`config.mk`:
```
export PLATFORM = sky130hd
export DESIGN_NAME = fir19_top
export DESIGN_NICKNAME = d
export VERILOG_FILES = /design/src/rtl/fir_pkg.sv /design/src/rtl/tap_bus_if.sv /design/src/rtl/tap_delay_line.sv /design/src/rtl/partial_mac.sv /design/src/rtl/fir_combiner.sv /design/src/rtl/fir19_top.sv
export SDC_FILE = /design/constraint.sdc
export NUM_CORES = 2
export LEC_CHECK = 0
export ABC_CLOCK_PERIOD_IN_PS = 28700
export BUFFER_PORTS_ARGS = -buffer_cell sky130_fd_sc_hd__buf_2
export CORE_MARGIN = 2
export CORE_UTILIZATION = 65
export DETAILED_ROUTE_END_ITERATION = 8
export PLACE_DENSITY = 0.82
export SYNTH_ARGS = -nofsm -noshare
export SYNTH_HDL_FRONTEND = slang
export SYNTH_SLANG_ARGS = --single-unit
export TNS_END_PERCENT = 100
```
`constraint.sdc`:
```
create_clock -name clk -period 28.7 [get_ports clk]
set_clock_uncertainty 0.2 [all_clocks]
set_input_delay 2.87 -clock clk [delete_from_list [all_inputs] [get_ports clk]]
set_output_delay 2.87 -clock clk [all_outputs]
set_load 0.005 [all_outputs]
```
`src/rtl/fir_pkg.sv`:
```
package fir_pkg;

	// ====================================================================
	// Filter geometry
	// ====================================================================

	localparam int NUM_TAPS = 19;
	localparam int SPLIT_TAP = 10;	// First tap of the upper MAC unit.

	// ====================================================================
	// Arithmetic widths
	// ====================================================================

	localparam int SAMPLE_WIDTH = 16;
	localparam int COEF_WIDTH = 8;
	localparam int COEF_FRAC = 7;	// Coefficients are Q0.7.
	localparam int ACC_WIDTH = 32;

	typedef logic signed [COEF_WIDTH-1:0] coef_t;
	typedef logic signed [ACC_WIDTH-1:0] acc_t;

	// Symmetric low-pass set, sums to 128 for unity DC gain.
	// Entry 0 weights the newest sample.
	localparam coef_t FIR_COEFS [NUM_TAPS] = '{
		-8'sd1,
		-8'sd2,
		-8'sd2,
		8'sd0,
		8'sd4,
		8'sd8,
		8'sd13,
		8'sd16,
		8'sd18,
		8'sd20,	// Center tap.
		8'sd18,
		8'sd16,
		8'sd13,
		8'sd8,
		8'sd4,
		8'sd0,
		-8'sd2,
		-8'sd2,
		-8'sd1
	};

endpackage

```
`src/rtl/tap_bus_if.sv`:
```
`timescale 1ns/1ps

interface tap_bus_if #(
	parameter int WIDTH = fir_pkg::SAMPLE_WIDTH
);
	import fir_pkg::*;

	logic signed [WIDTH-1:0] taps [NUM_TAPS];	// Tap 0 is the newest sample.
	logic advance;	// Taps shifted on the previous edge.

	modport source (
		output taps,
		output advance
	);

	modport sink (
		input taps,
		input advance
	);

endinterface

```
`src/rtl/tap_delay_line.sv`:
```
`timescale 1ns/1ps

module tap_delay_line #(
	parameter int WIDTH = fir_pkg::SAMPLE_WIDTH
) (
	input logic clk,
	input logic reset,
	input logic signed [WIDTH-1:0] sample_in,
	input logic sample_valid,
	tap_bus_if.source taps_bus
);
	import fir_pkg::*;

	logic signed [WIDTH-1:0] tap_q [NUM_TAPS];
	logic advance_q;

	// ====================================================================
	// Shift chain
	// ====================================================================

	always_ff @(posedge clk or posedge reset) begin
		if (reset) begin
			for (int i = 0; i < NUM_TAPS; i++) begin
				tap_q[i] <= '0;
			end
		end else if (sample_valid) begin
			tap_q[0] <= sample_in;
			for (int i = 1; i < NUM_TAPS; i++) begin
				tap_q[i] <= tap_q[i-1];	// Each tap takes its lower neighbor.
			end
		end
	end

	// Strobe delayed to line up with the shifted taps.
	always_ff @(posedge clk or posedge reset) begin
		if (reset) begin
			advance_q <= 1'b0;
		end else begin
			advance_q <= sample_valid;
		end
	end

	// ====================================================================
	// Bus outputs
	// ====================================================================

	assign taps_bus.taps = tap_q;
	assign taps_bus.advance = advance_q;

endmodule

```
`src/rtl/partial_mac.sv`:
```
`timescale 1ns/1ps

module partial_mac #(
	parameter int WIDTH = fir_pkg::SAMPLE_WIDTH,
	parameter int FIRST_TAP = 0,
	parameter int TAP_COUNT = fir_pkg::NUM_TAPS
) (
	input logic clk,
	input logic reset,
	tap_bus_if.sink taps_bus,
	output fir_pkg::acc_t partial_sum,
	output logic sum_valid
);
	import fir_pkg::*;

	// Full product width of one tap times one coefficient.
	localparam int PROD_WIDTH = WIDTH + COEF_WIDTH;

	logic signed [PROD_WIDTH-1:0] prod [TAP_COUNT];
	acc_t sum_comb;

	// ====================================================================
	// Products
	// ====================================================================

	always_comb begin
		for (int k = 0; k < TAP_COUNT; k++) begin
			prod[k] = taps_bus.taps[FIRST_TAP + k] * FIR_COEFS[FIRST_TAP + k];
		end
	end

	// ====================================================================
	// Adder tree
	// ====================================================================

	// Sign-extended accumulation, no rounding at this stage.
	always_comb begin
		sum_comb = '0;
		for (int k = 0; k < TAP_COUNT; k++) begin
			sum_comb = sum_comb + acc_t'(prod[k]);
		end
	end

	// ====================================================================
	// Output register
	// ====================================================================

	always_ff @(posedge clk or posedge reset) begin
		if (reset) begin
			partial_sum <= '0;
			sum_valid <= 1'b0;
		end else begin
			sum_valid <= taps_bus.advance;	// One pulse per accepted sample.
			if (taps_bus.advance) begin
				partial_sum <= sum_comb;
			end
		end
	end

endmodule

```
`src/rtl/fir_combiner.sv`:
```
`timescale 1ns/1ps

module fir_combiner #(
	parameter int WIDTH = fir_pkg::SAMPLE_WIDTH
) (
	input logic clk,
	input logic reset,
	input fir_pkg::acc_t low_sum,
	input fir_pkg::acc_t high_sum,
	input logic sums_valid,
	output logic signed [WIDTH-1:0] sample_out,
	output logic out_valid
);
	import fir_pkg::*;

	// One guard bit so the sum of two partials cannot wrap.
	typedef logic signed [ACC_WIDTH:0] wide_t;

	localparam wide_t ROUND_HALF = wide_t'(1) <<< (COEF_FRAC - 1);
	localparam wide_t OUT_MAX = (wide_t'(1) <<< (WIDTH - 1)) - wide_t'(1);
	localparam wide_t OUT_MIN = -(wide_t'(1) <<< (WIDTH - 1));

	wide_t total;
	wide_t scaled;
	logic signed [WIDTH-1:0] clamped;

	// ====================================================================
	// Round and saturate
	// ====================================================================

	always_comb begin
		total = wide_t'(low_sum) + wide_t'(high_sum) + ROUND_HALF;
		scaled = total >>> COEF_FRAC;	// Drop the coefficient fraction.

		if (scaled > OUT_MAX) begin
			clamped = OUT_MAX[WIDTH-1:0];
		end else if (scaled < OUT_MIN) begin
			clamped = OUT_MIN[WIDTH-1:0];
		end else begin
			clamped = scaled[WIDTH-1:0];
		end
	end

	// ====================================================================
	// Output register
	// ====================================================================

	always_ff @(posedge clk or posedge reset) begin
		if (reset) begin
			sample_out <= '0;
			out_valid <= 1'b0;
		end else begin
			out_valid <= sums_valid;
			if (sums_valid) begin
				sample_out <= clamped;	// Held between results.
			end
		end
	end

endmodule

```
`src/rtl/fir19_top.sv`:
```
`timescale 1ns/1ps

module fir19_top #(
	parameter int WIDTH = fir_pkg::SAMPLE_WIDTH
) (
	input logic clk,
	input logic reset,
	input logic signed [WIDTH-1:0] sample_in,
	input logic sample_valid,
	output logic signed [WIDTH-1:0] sample_out,
	output logic out_valid
);
	import fir_pkg::*;

	acc_t low_sum;
	acc_t high_sum;
	logic low_valid;
	logic high_valid;	// Mirrors low_valid, both units share one advance.

	tap_bus_if #(.WIDTH(WIDTH)) taps_bus ();

	// ====================================================================
	// Delay line
	// ====================================================================

	tap_delay_line #(.WIDTH(WIDTH)) u_delay_line (
		.clk (clk),
		.reset (reset),
		.sample_in (sample_in),
		.sample_valid (sample_valid),
		.taps_bus (taps_bus.source)
	);

	// ====================================================================
	// MAC units
	// ====================================================================

	partial_mac #(
		.WIDTH (WIDTH),
		.FIRST_TAP (0),
		.TAP_COUNT (SPLIT_TAP)
	) u_mac_low (
		.clk (clk),
		.reset (reset),
		.taps_bus (taps_bus.sink),
		.partial_sum (low_sum),
		.sum_valid (low_valid)
	);

	partial_mac #(
		.WIDTH (WIDTH),
		.FIRST_TAP (SPLIT_TAP),
		.TAP_COUNT (NUM_TAPS - SPLIT_TAP)
	) u_mac_high (
		.clk (clk),
		.reset (reset),
		.taps_bus (taps_bus.sink),
		.partial_sum (high_sum),
		.sum_valid (high_valid)
	);

	fir_combiner #(.WIDTH(WIDTH)) u_combiner (
		.clk (clk),
		.reset (reset),
		.low_sum (low_sum),
		.high_sum (high_sum),
		.sums_valid (low_valid),
		.sample_out (sample_out),
		.out_valid (out_valid)
	);

endmodule

```
# After elaboration in Yosys (flattened, before gate mapping)

Index checks and enable logic that the tools add are counted.

Bits of input ports: 19
Output and inout bits: 17
Memories kept: 0
Memory bits (writable): 0
Flip-flop bits (word level): 387
Bits in latches: 0
ROM bits: 0

Multiplexer cells: 2
$add $sub $neg: 23
$lt $le $gt $ge: 2
Reduce and logical (&&, ||, !) cells: 0
Div/mod/pow operators: 0
Multiply operators: 5
Bitwise gates (word level): 0
Equality and inequality tests: 0
Shifts and indexed selects: 0

Operators with widths:

| cell                  | number |
|---|---|
| $add 32x24->32        | 3 |
| $neg 16->23           | 4 |
| $mul 16x5->21 const B | 4 |
| $add 32x18->32        | 2 |
| $add 32x19->32        | 2 |
| $add 32x22->32        | 2 |
| $neg 16->24           | 2 |
| $add 32x32->33        | 1 |
| $add 33x8->33 const B | 1 |
| $add 32x20->32        | 1 |
| $add 32x21->32        | 1 |
| $mux 16               | 2 |
| $add 25x24->26        | 1 |
| $gt 26x16->1 const B  | 1 |
| $lt 26x16->1 const B  | 1 |
| $add 24x24->25        | 1 |
| $add 23x21->24        | 1 |
| $add 22x20->23        | 1 |
| $mul 16x4->20 const B | 1 |

# Longest topological paths before layout

Depth after elaboration: 9
Depth in mapped cells: 39

# Cells and area by module

A second synthesis with hierarchy kept.

Cell total of the unflattened synthesis: 2854
Area total of the unflattened synthesis: 33581.0 µm²

By module, submodules not included:

| module                    | times used | area an instance (µm²) | sequential area each (µm²) | cells an instance |
|---|---|---|---|---|
| tap_delay_line            | 1          | 12393.1                | 7632.3                     | 644 |
| partial_mac at u_mac_low  | 1          | 9763.1                 | 825.8                      | 1009 |
| partial_mac at u_mac_high | 1          | 8211.6                 | 750.7                      | 831 |
| fir_combiner              | 1          | 3213.1                 | 425.4                      | 370 |

# Least setup slack after synthesis

OpenSTA, ideal clock, no wires.

Path kind: register to register
Start point: register u_delay_line.tap_q, in the netlist u_delay_line.taps_bus.taps[258]
End point: register u_mac_low.partial_sum[29]
Path buffers: 0
Cell stages (with the launch flop): 36
Arrival: 8.636 ns
Clock period less this slack: 8.961 ns
Data required time: 28.375 ns
Slack: 19.739 ns
Library setup time: 0.125 ns
Path through: dfrtp_1 > or4_1 > nor2_1 > nand2_1 > or2_2 > nor4_1 > xnor2_1 > fa_1 > ha_1 > nor3_1 > o21ai_0 > a31oi_1 > o21ai_0 > o21ai_0 > nand2b_1 > a21oi_1 > xor2_1 > fa_1 > inv_1 > fa_1 > inv_1 > fa_1 > inv_1 > fa_1 > inv_1 > fa_1 > inv_1 > ha_1 > a21oi_1 > nor3b_1 > inv_1 > a31oi_1 > o31ai_1 > a311oi_1 > xnor2_1 > mux2_2

Cells in the longest elaborated chain, start to end: 8

RTL lines:

| element                           | line                 | RTL |
|---|---|---|
| from (decl)                       | tap_delay_line.sv:14 | `logic signed [WIDTH-1:0] tap_q [NUM_TAPS];` |
| from (signal, indexed assignment) | tap_delay_line.sv:29 | `tap_q[i] <= tap_q[i-1];` |
| $neg 16->23                       | partial_mac.sv:28    | `prod[k] = taps_bus.taps[FIRST_TAP + k] * FIR_COEFS[FIRST_TAP + k];` |
| $add 25x24->26                    | partial_mac.sv:40    | `sum_comb = sum_comb + acc_t'(prod[k]);` |
| $add 32x18->32                    | partial_mac.sv:40    |  |
| $add 32x19->32                    | partial_mac.sv:40    |  |
| $add 32x21->32                    | partial_mac.sv:40    |  |
| $add 32x20->32                    | partial_mac.sv:40    |  |
| $add 32x22->32 (2 in series)      | partial_mac.sv:40    |  |
| to (signal assigned)              | partial_mac.sv:55    | `partial_sum <= sum_comb;` |
| to (decl)                         | partial_mac.sv:11    | `output fir_pkg::acc_t partial_sum,` |

Every way passes these cells.
A chain may end at the register's enable or synchronous reset.

# Worst setup path in the final report

Ends and elaborated chain as after synthesis.

==> results.tsv <==
stage	metric	value	unit
final_layout	area taken by multi-input logic gates	0.0205	mm²
placement	number of port buffers	35	
logic_synthesis	Simple-Gate Fraction of Synth Area	6.86	%
timing	setup TNS	0	ns
detailed_routing	Iteration-0 DRC Markers	1315	
global_route	largest net degree at the start of global routing	138	
detailed_routing	first-pass iteration count of the detailed router	5	
floorplan	die height	228	µm
final_layout	post-route insts no fill	3756	
final_layout	most common cell after layout, fill and taps aside	inv_1	
placement	dpl ws	18.51	ns
timing	Final setup viols	0	
logic_synthesis	Yosys cell types	75	
floorplan	CORE AREA	0.0492	mm²
floorplan	Horiz. Die Dim	228	µm
final_layout	number of diodes	0	
cts	cts hold-fix bufs	0	
detailed_routing	Post-route DRC	0	
logic_synthesis	main flop type after synthesis	dfrtp_1	
logic_synthesis	Post-synth EDFFs	0	
final_layout	Fill cells	3296	
placement	Detail Placement HPWL	52.8	mm
global_route	initial antenna violation count	0	
detailed_routing	total wire length	68.5	mm
detailed_routing	DR vias	21600	
worst_setup_path	Worst Setup Path Type	flop to flop	
logic_synthesis	average cell area after synthesis	10.7	µm²
final_layout	Area Overhead vs Synth	7.71	%
detailed_routing	Via density	5.76	
logic_synthesis	Synthesized Nets	3708	
timing	final hold vios	0	
floorplan	Rows	81	
flow_run	Max Cap Viol	0	
cts	clock latency on the worst-skew pair	0.59	ns
timing	RSZ-0062 raised after global routing	no	
final_layout	layout cells sized above 1	14.5	%
final_layout	Layout Nets	3736	
worst_setup_path	Crit-path slowest cell	nor4_1	
timing	f_max	96.9	MHz
timing	Worst-Margin Slew	1.15	ns
worst_setup_path	WP data arrival	10.59	ns
worst_setup_path	Worst Setup End Kind	flop	
timing	worst rel slew slack	23.3	%
timing	final setup margin	18.38	ns
cts	TritonCTS Buffers	45	
cts	htree depth	2	
logic_synthesis	Synth Area in XOR/XNOR	4.88	%
logic_synthesis	post-synthesis register bit count	387	
global_route	total global routing overflow	0	
min_path	Worst Hold Class	flop to flop	
timing	Final Critical Period	10.32	ns
timing	Final period util	36.0	%
detailed_routing	wire per inst	18.2	µm
cts	Reg clk slew, reported paths	0.06	ns
logic_synthesis	post-synthesis cell count	3032	
global_route	vias in the first global route	24000	
worst_setup_path	critical path's largest stage delay	0.77	ns
floorplan	# IOs	36	
logic_synthesis	Mapped Area	0.0325	mm²
logic_synthesis	Yosys Warn Count	0	
logic_synthesis	share of flip-flops with an asynchronous set or reset	100	%
placement	gpl congestion	0.913	
worst_setup_path	reg-to-reg startpoint	u_delay_line.taps_bus.taps[258]$_DFFE_PP0P_	
logic_synthesis	mux contribution to synthesized area	9.99	%
placement	Placed Instances	3677	
cts	clk root buf	clkbuf_16	
cts	post_cts resized	0	
worst_setup_path	WP data required	28.97	ns
cts	clk buf depth	3	
worst_setup_path	Critical Path Source	u_delay_line.taps_bus.taps[258]$_DFFE_PP0P_	
cts	setup bufs post-CTS	0	
cts	CTS tree	built	
global_route	first-pass GRT wire length	117	mm
final_layout	FF+latch area	0.00969	mm²
logic_synthesis	post-synthesis adder-cell area fraction	32.6	%
timing	Slew Viols, Final	0	
status	status	completed	
global_route	GRT Util Overall	28.3	%
worst_setup_path	CP max FO	6	
worst_setup_path	Setup crit start kind	flop	
logic_synthesis	Compound-Gate Fraction of Synth Area	8.88	%
floorplan	die area	0.0518	mm²
floorplan	Starting Density	66.1	%
cts	clock sink total	387	
worst_setup_path	capturing point of the worst reg2reg path	u_mac_low.partial_sum[29]$_DFFE_PP0P_	
logic_synthesis	register area share after synthesis	29.8	%
worst_setup_path	FF-to-FF path depth	35	
worst_setup_path	r2r setup slk	18.38	ns
logic_synthesis	largest family of logic cells by synthesized area	adder cells	
worst_setup_path	CP endpoint	u_mac_low.partial_sum[29]$_DFFE_PP0P_	
final_layout	most frequent cells in the layout	inv_1, dfrtp_1, ha_1, fa_1, mux2_2	
detailed_routing	Final ANT Viol Nets	0	
synthesized netlist by cell type (17+ instances only):
cell	count	area share (%)
a31oi_1	17	0.33
nand3_1	22	0.34
xor2_1	67	1.8
o21a_1	25	0.58
ha_1	341	13
mux2_2	281	9.7
o21ai_0	155	2.4
a21oi_1	120	1.8
nand2b_1	22	0.42
nor2_1	91	1.1
a21o_1	34	0.79
nor2b_1	25	0.48
xnor2_1	114	3.1
nand2_1	166	1.9
dfrtp_1	387	30
clkbuf_1	55	0.64
nor3_1	30	0.46
inv_1	535	6.2
fa_1	316	19
worst min path at each step:
stage | startpoint | to | slack (ns) | cells past startpoint
6_report | u_mac_high.partial_sum[26]$_DFFE_PP0P_ | u_mac_high.partial_sum[26]$_DFFE_PP0P_ | 0.29 | 1
5_1_grt | u_mac_high.partial_sum[26]$_DFFE_PP0P_ | u_mac_high.partial_sum[26]$_DFFE_PP0P_ | 0.30 | 1
4_1_cts | u_delay_line.taps_bus.taps[90]$_DFFE_PP0P_ | u_delay_line.taps_bus.taps[74]$_DFFE_PP0P_ | 0.29 | 2
3_5_place_dp | u_delay_line.taps_bus.taps[87]$_DFFE_PP0P_ | u_delay_line.taps_bus.taps[71]$_DFFE_PP0P_ | 0.27 | 2
3_3_place_gp | u_delay_line.taps_bus.taps[48]$_DFFE_PP0P_ | u_delay_line.taps_bus.taps[32]$_DFFE_PP0P_ | 0.26 | 2
2_1_floorplan | u_delay_line.taps_bus.advance$_DFF_PP0_ | u_mac_low.sum_valid$_DFF_PP0_ | 0.17 | 0
registers in the layout (all words and copies together), names as in the netlist:
| register | cells |
|---|---|
| u_combiner.out_valid | 1 |
| u_mac_high.partial_sum | 32 |
| u_combiner.sample_out | 16 |
| u_delay_line.taps_bus.taps | 304 |
| u_delay_line.taps_bus.advance | 1 |
| u_mac_low.partial_sum | 32 |
| u_mac_low.sum_valid | 1 |
cell type report:
cell class,count,area share [%]
Multi-Input combinational cell,2046,58.7
Sequential cell,387,27.7
Inverter,535,5.76
Clock buffer,58,3.70
Tap cell,664,2.37
Clock inverter,21,1.05
Timing Repair Buffer,45,0.744
critical path, delay by kind of cell (launching register included):
| kind | cells | cell delay [ns] |
|---|---|---|
| flip-flops | 1 | 0.43 |
| buffers and inverters | 6 | 0.32 |
| multiplexers | 1 | 0.27 |
| AO/OA/AOI/OAI | 9 | 2.30 |
| AND/OR/NAND/NOR | 8 | 2.51 |
| adder cells (fa/ha/maj) | 8 | 3.72 |
| XOR/XNOR | 3 | 0.45 |
logic make-up after synthesis:
| group | count (synthesis) |
|---|---|
| adders and majority gates | 657 |
| DFF | 387 |
| and+or+nand+nor | 460 |
| xor gates and xnor gates | 181 |
| muxes | 289 |
| buffers and inverters | 599 |
| AOI/OAI and AO/OA | 459 |
per-stage QoR:
stage / area [µm²] / hold slack [ns] / utilization (%)
global placement: 33300 / 0.263 / 67.8
finish: 35000 / 0.287 / 71.2
detailed placement: 33300 / 0.271 / 67.8
CTS: 35000 / 0.287 / 71.2
global route: 35000 / 0.300 / 71.2
floorplan: 32500 / 0.173 / -
metal layers:
layer	wire [µm]	vias to the layer above	part of all wire, %	GRT usage, %
met5	0	-	0	0
met4	1970	0	2.9	9.15
met3	3400	159	5.0	4.93
met2	34100	459	50	49.3
met1	29000	10900	42	36.0
li1	-	10100	-	-
Power is left out: the tool's default activity adds up to more than one toggle a clock period on the data nets, which glitch-free logic cannot reach.
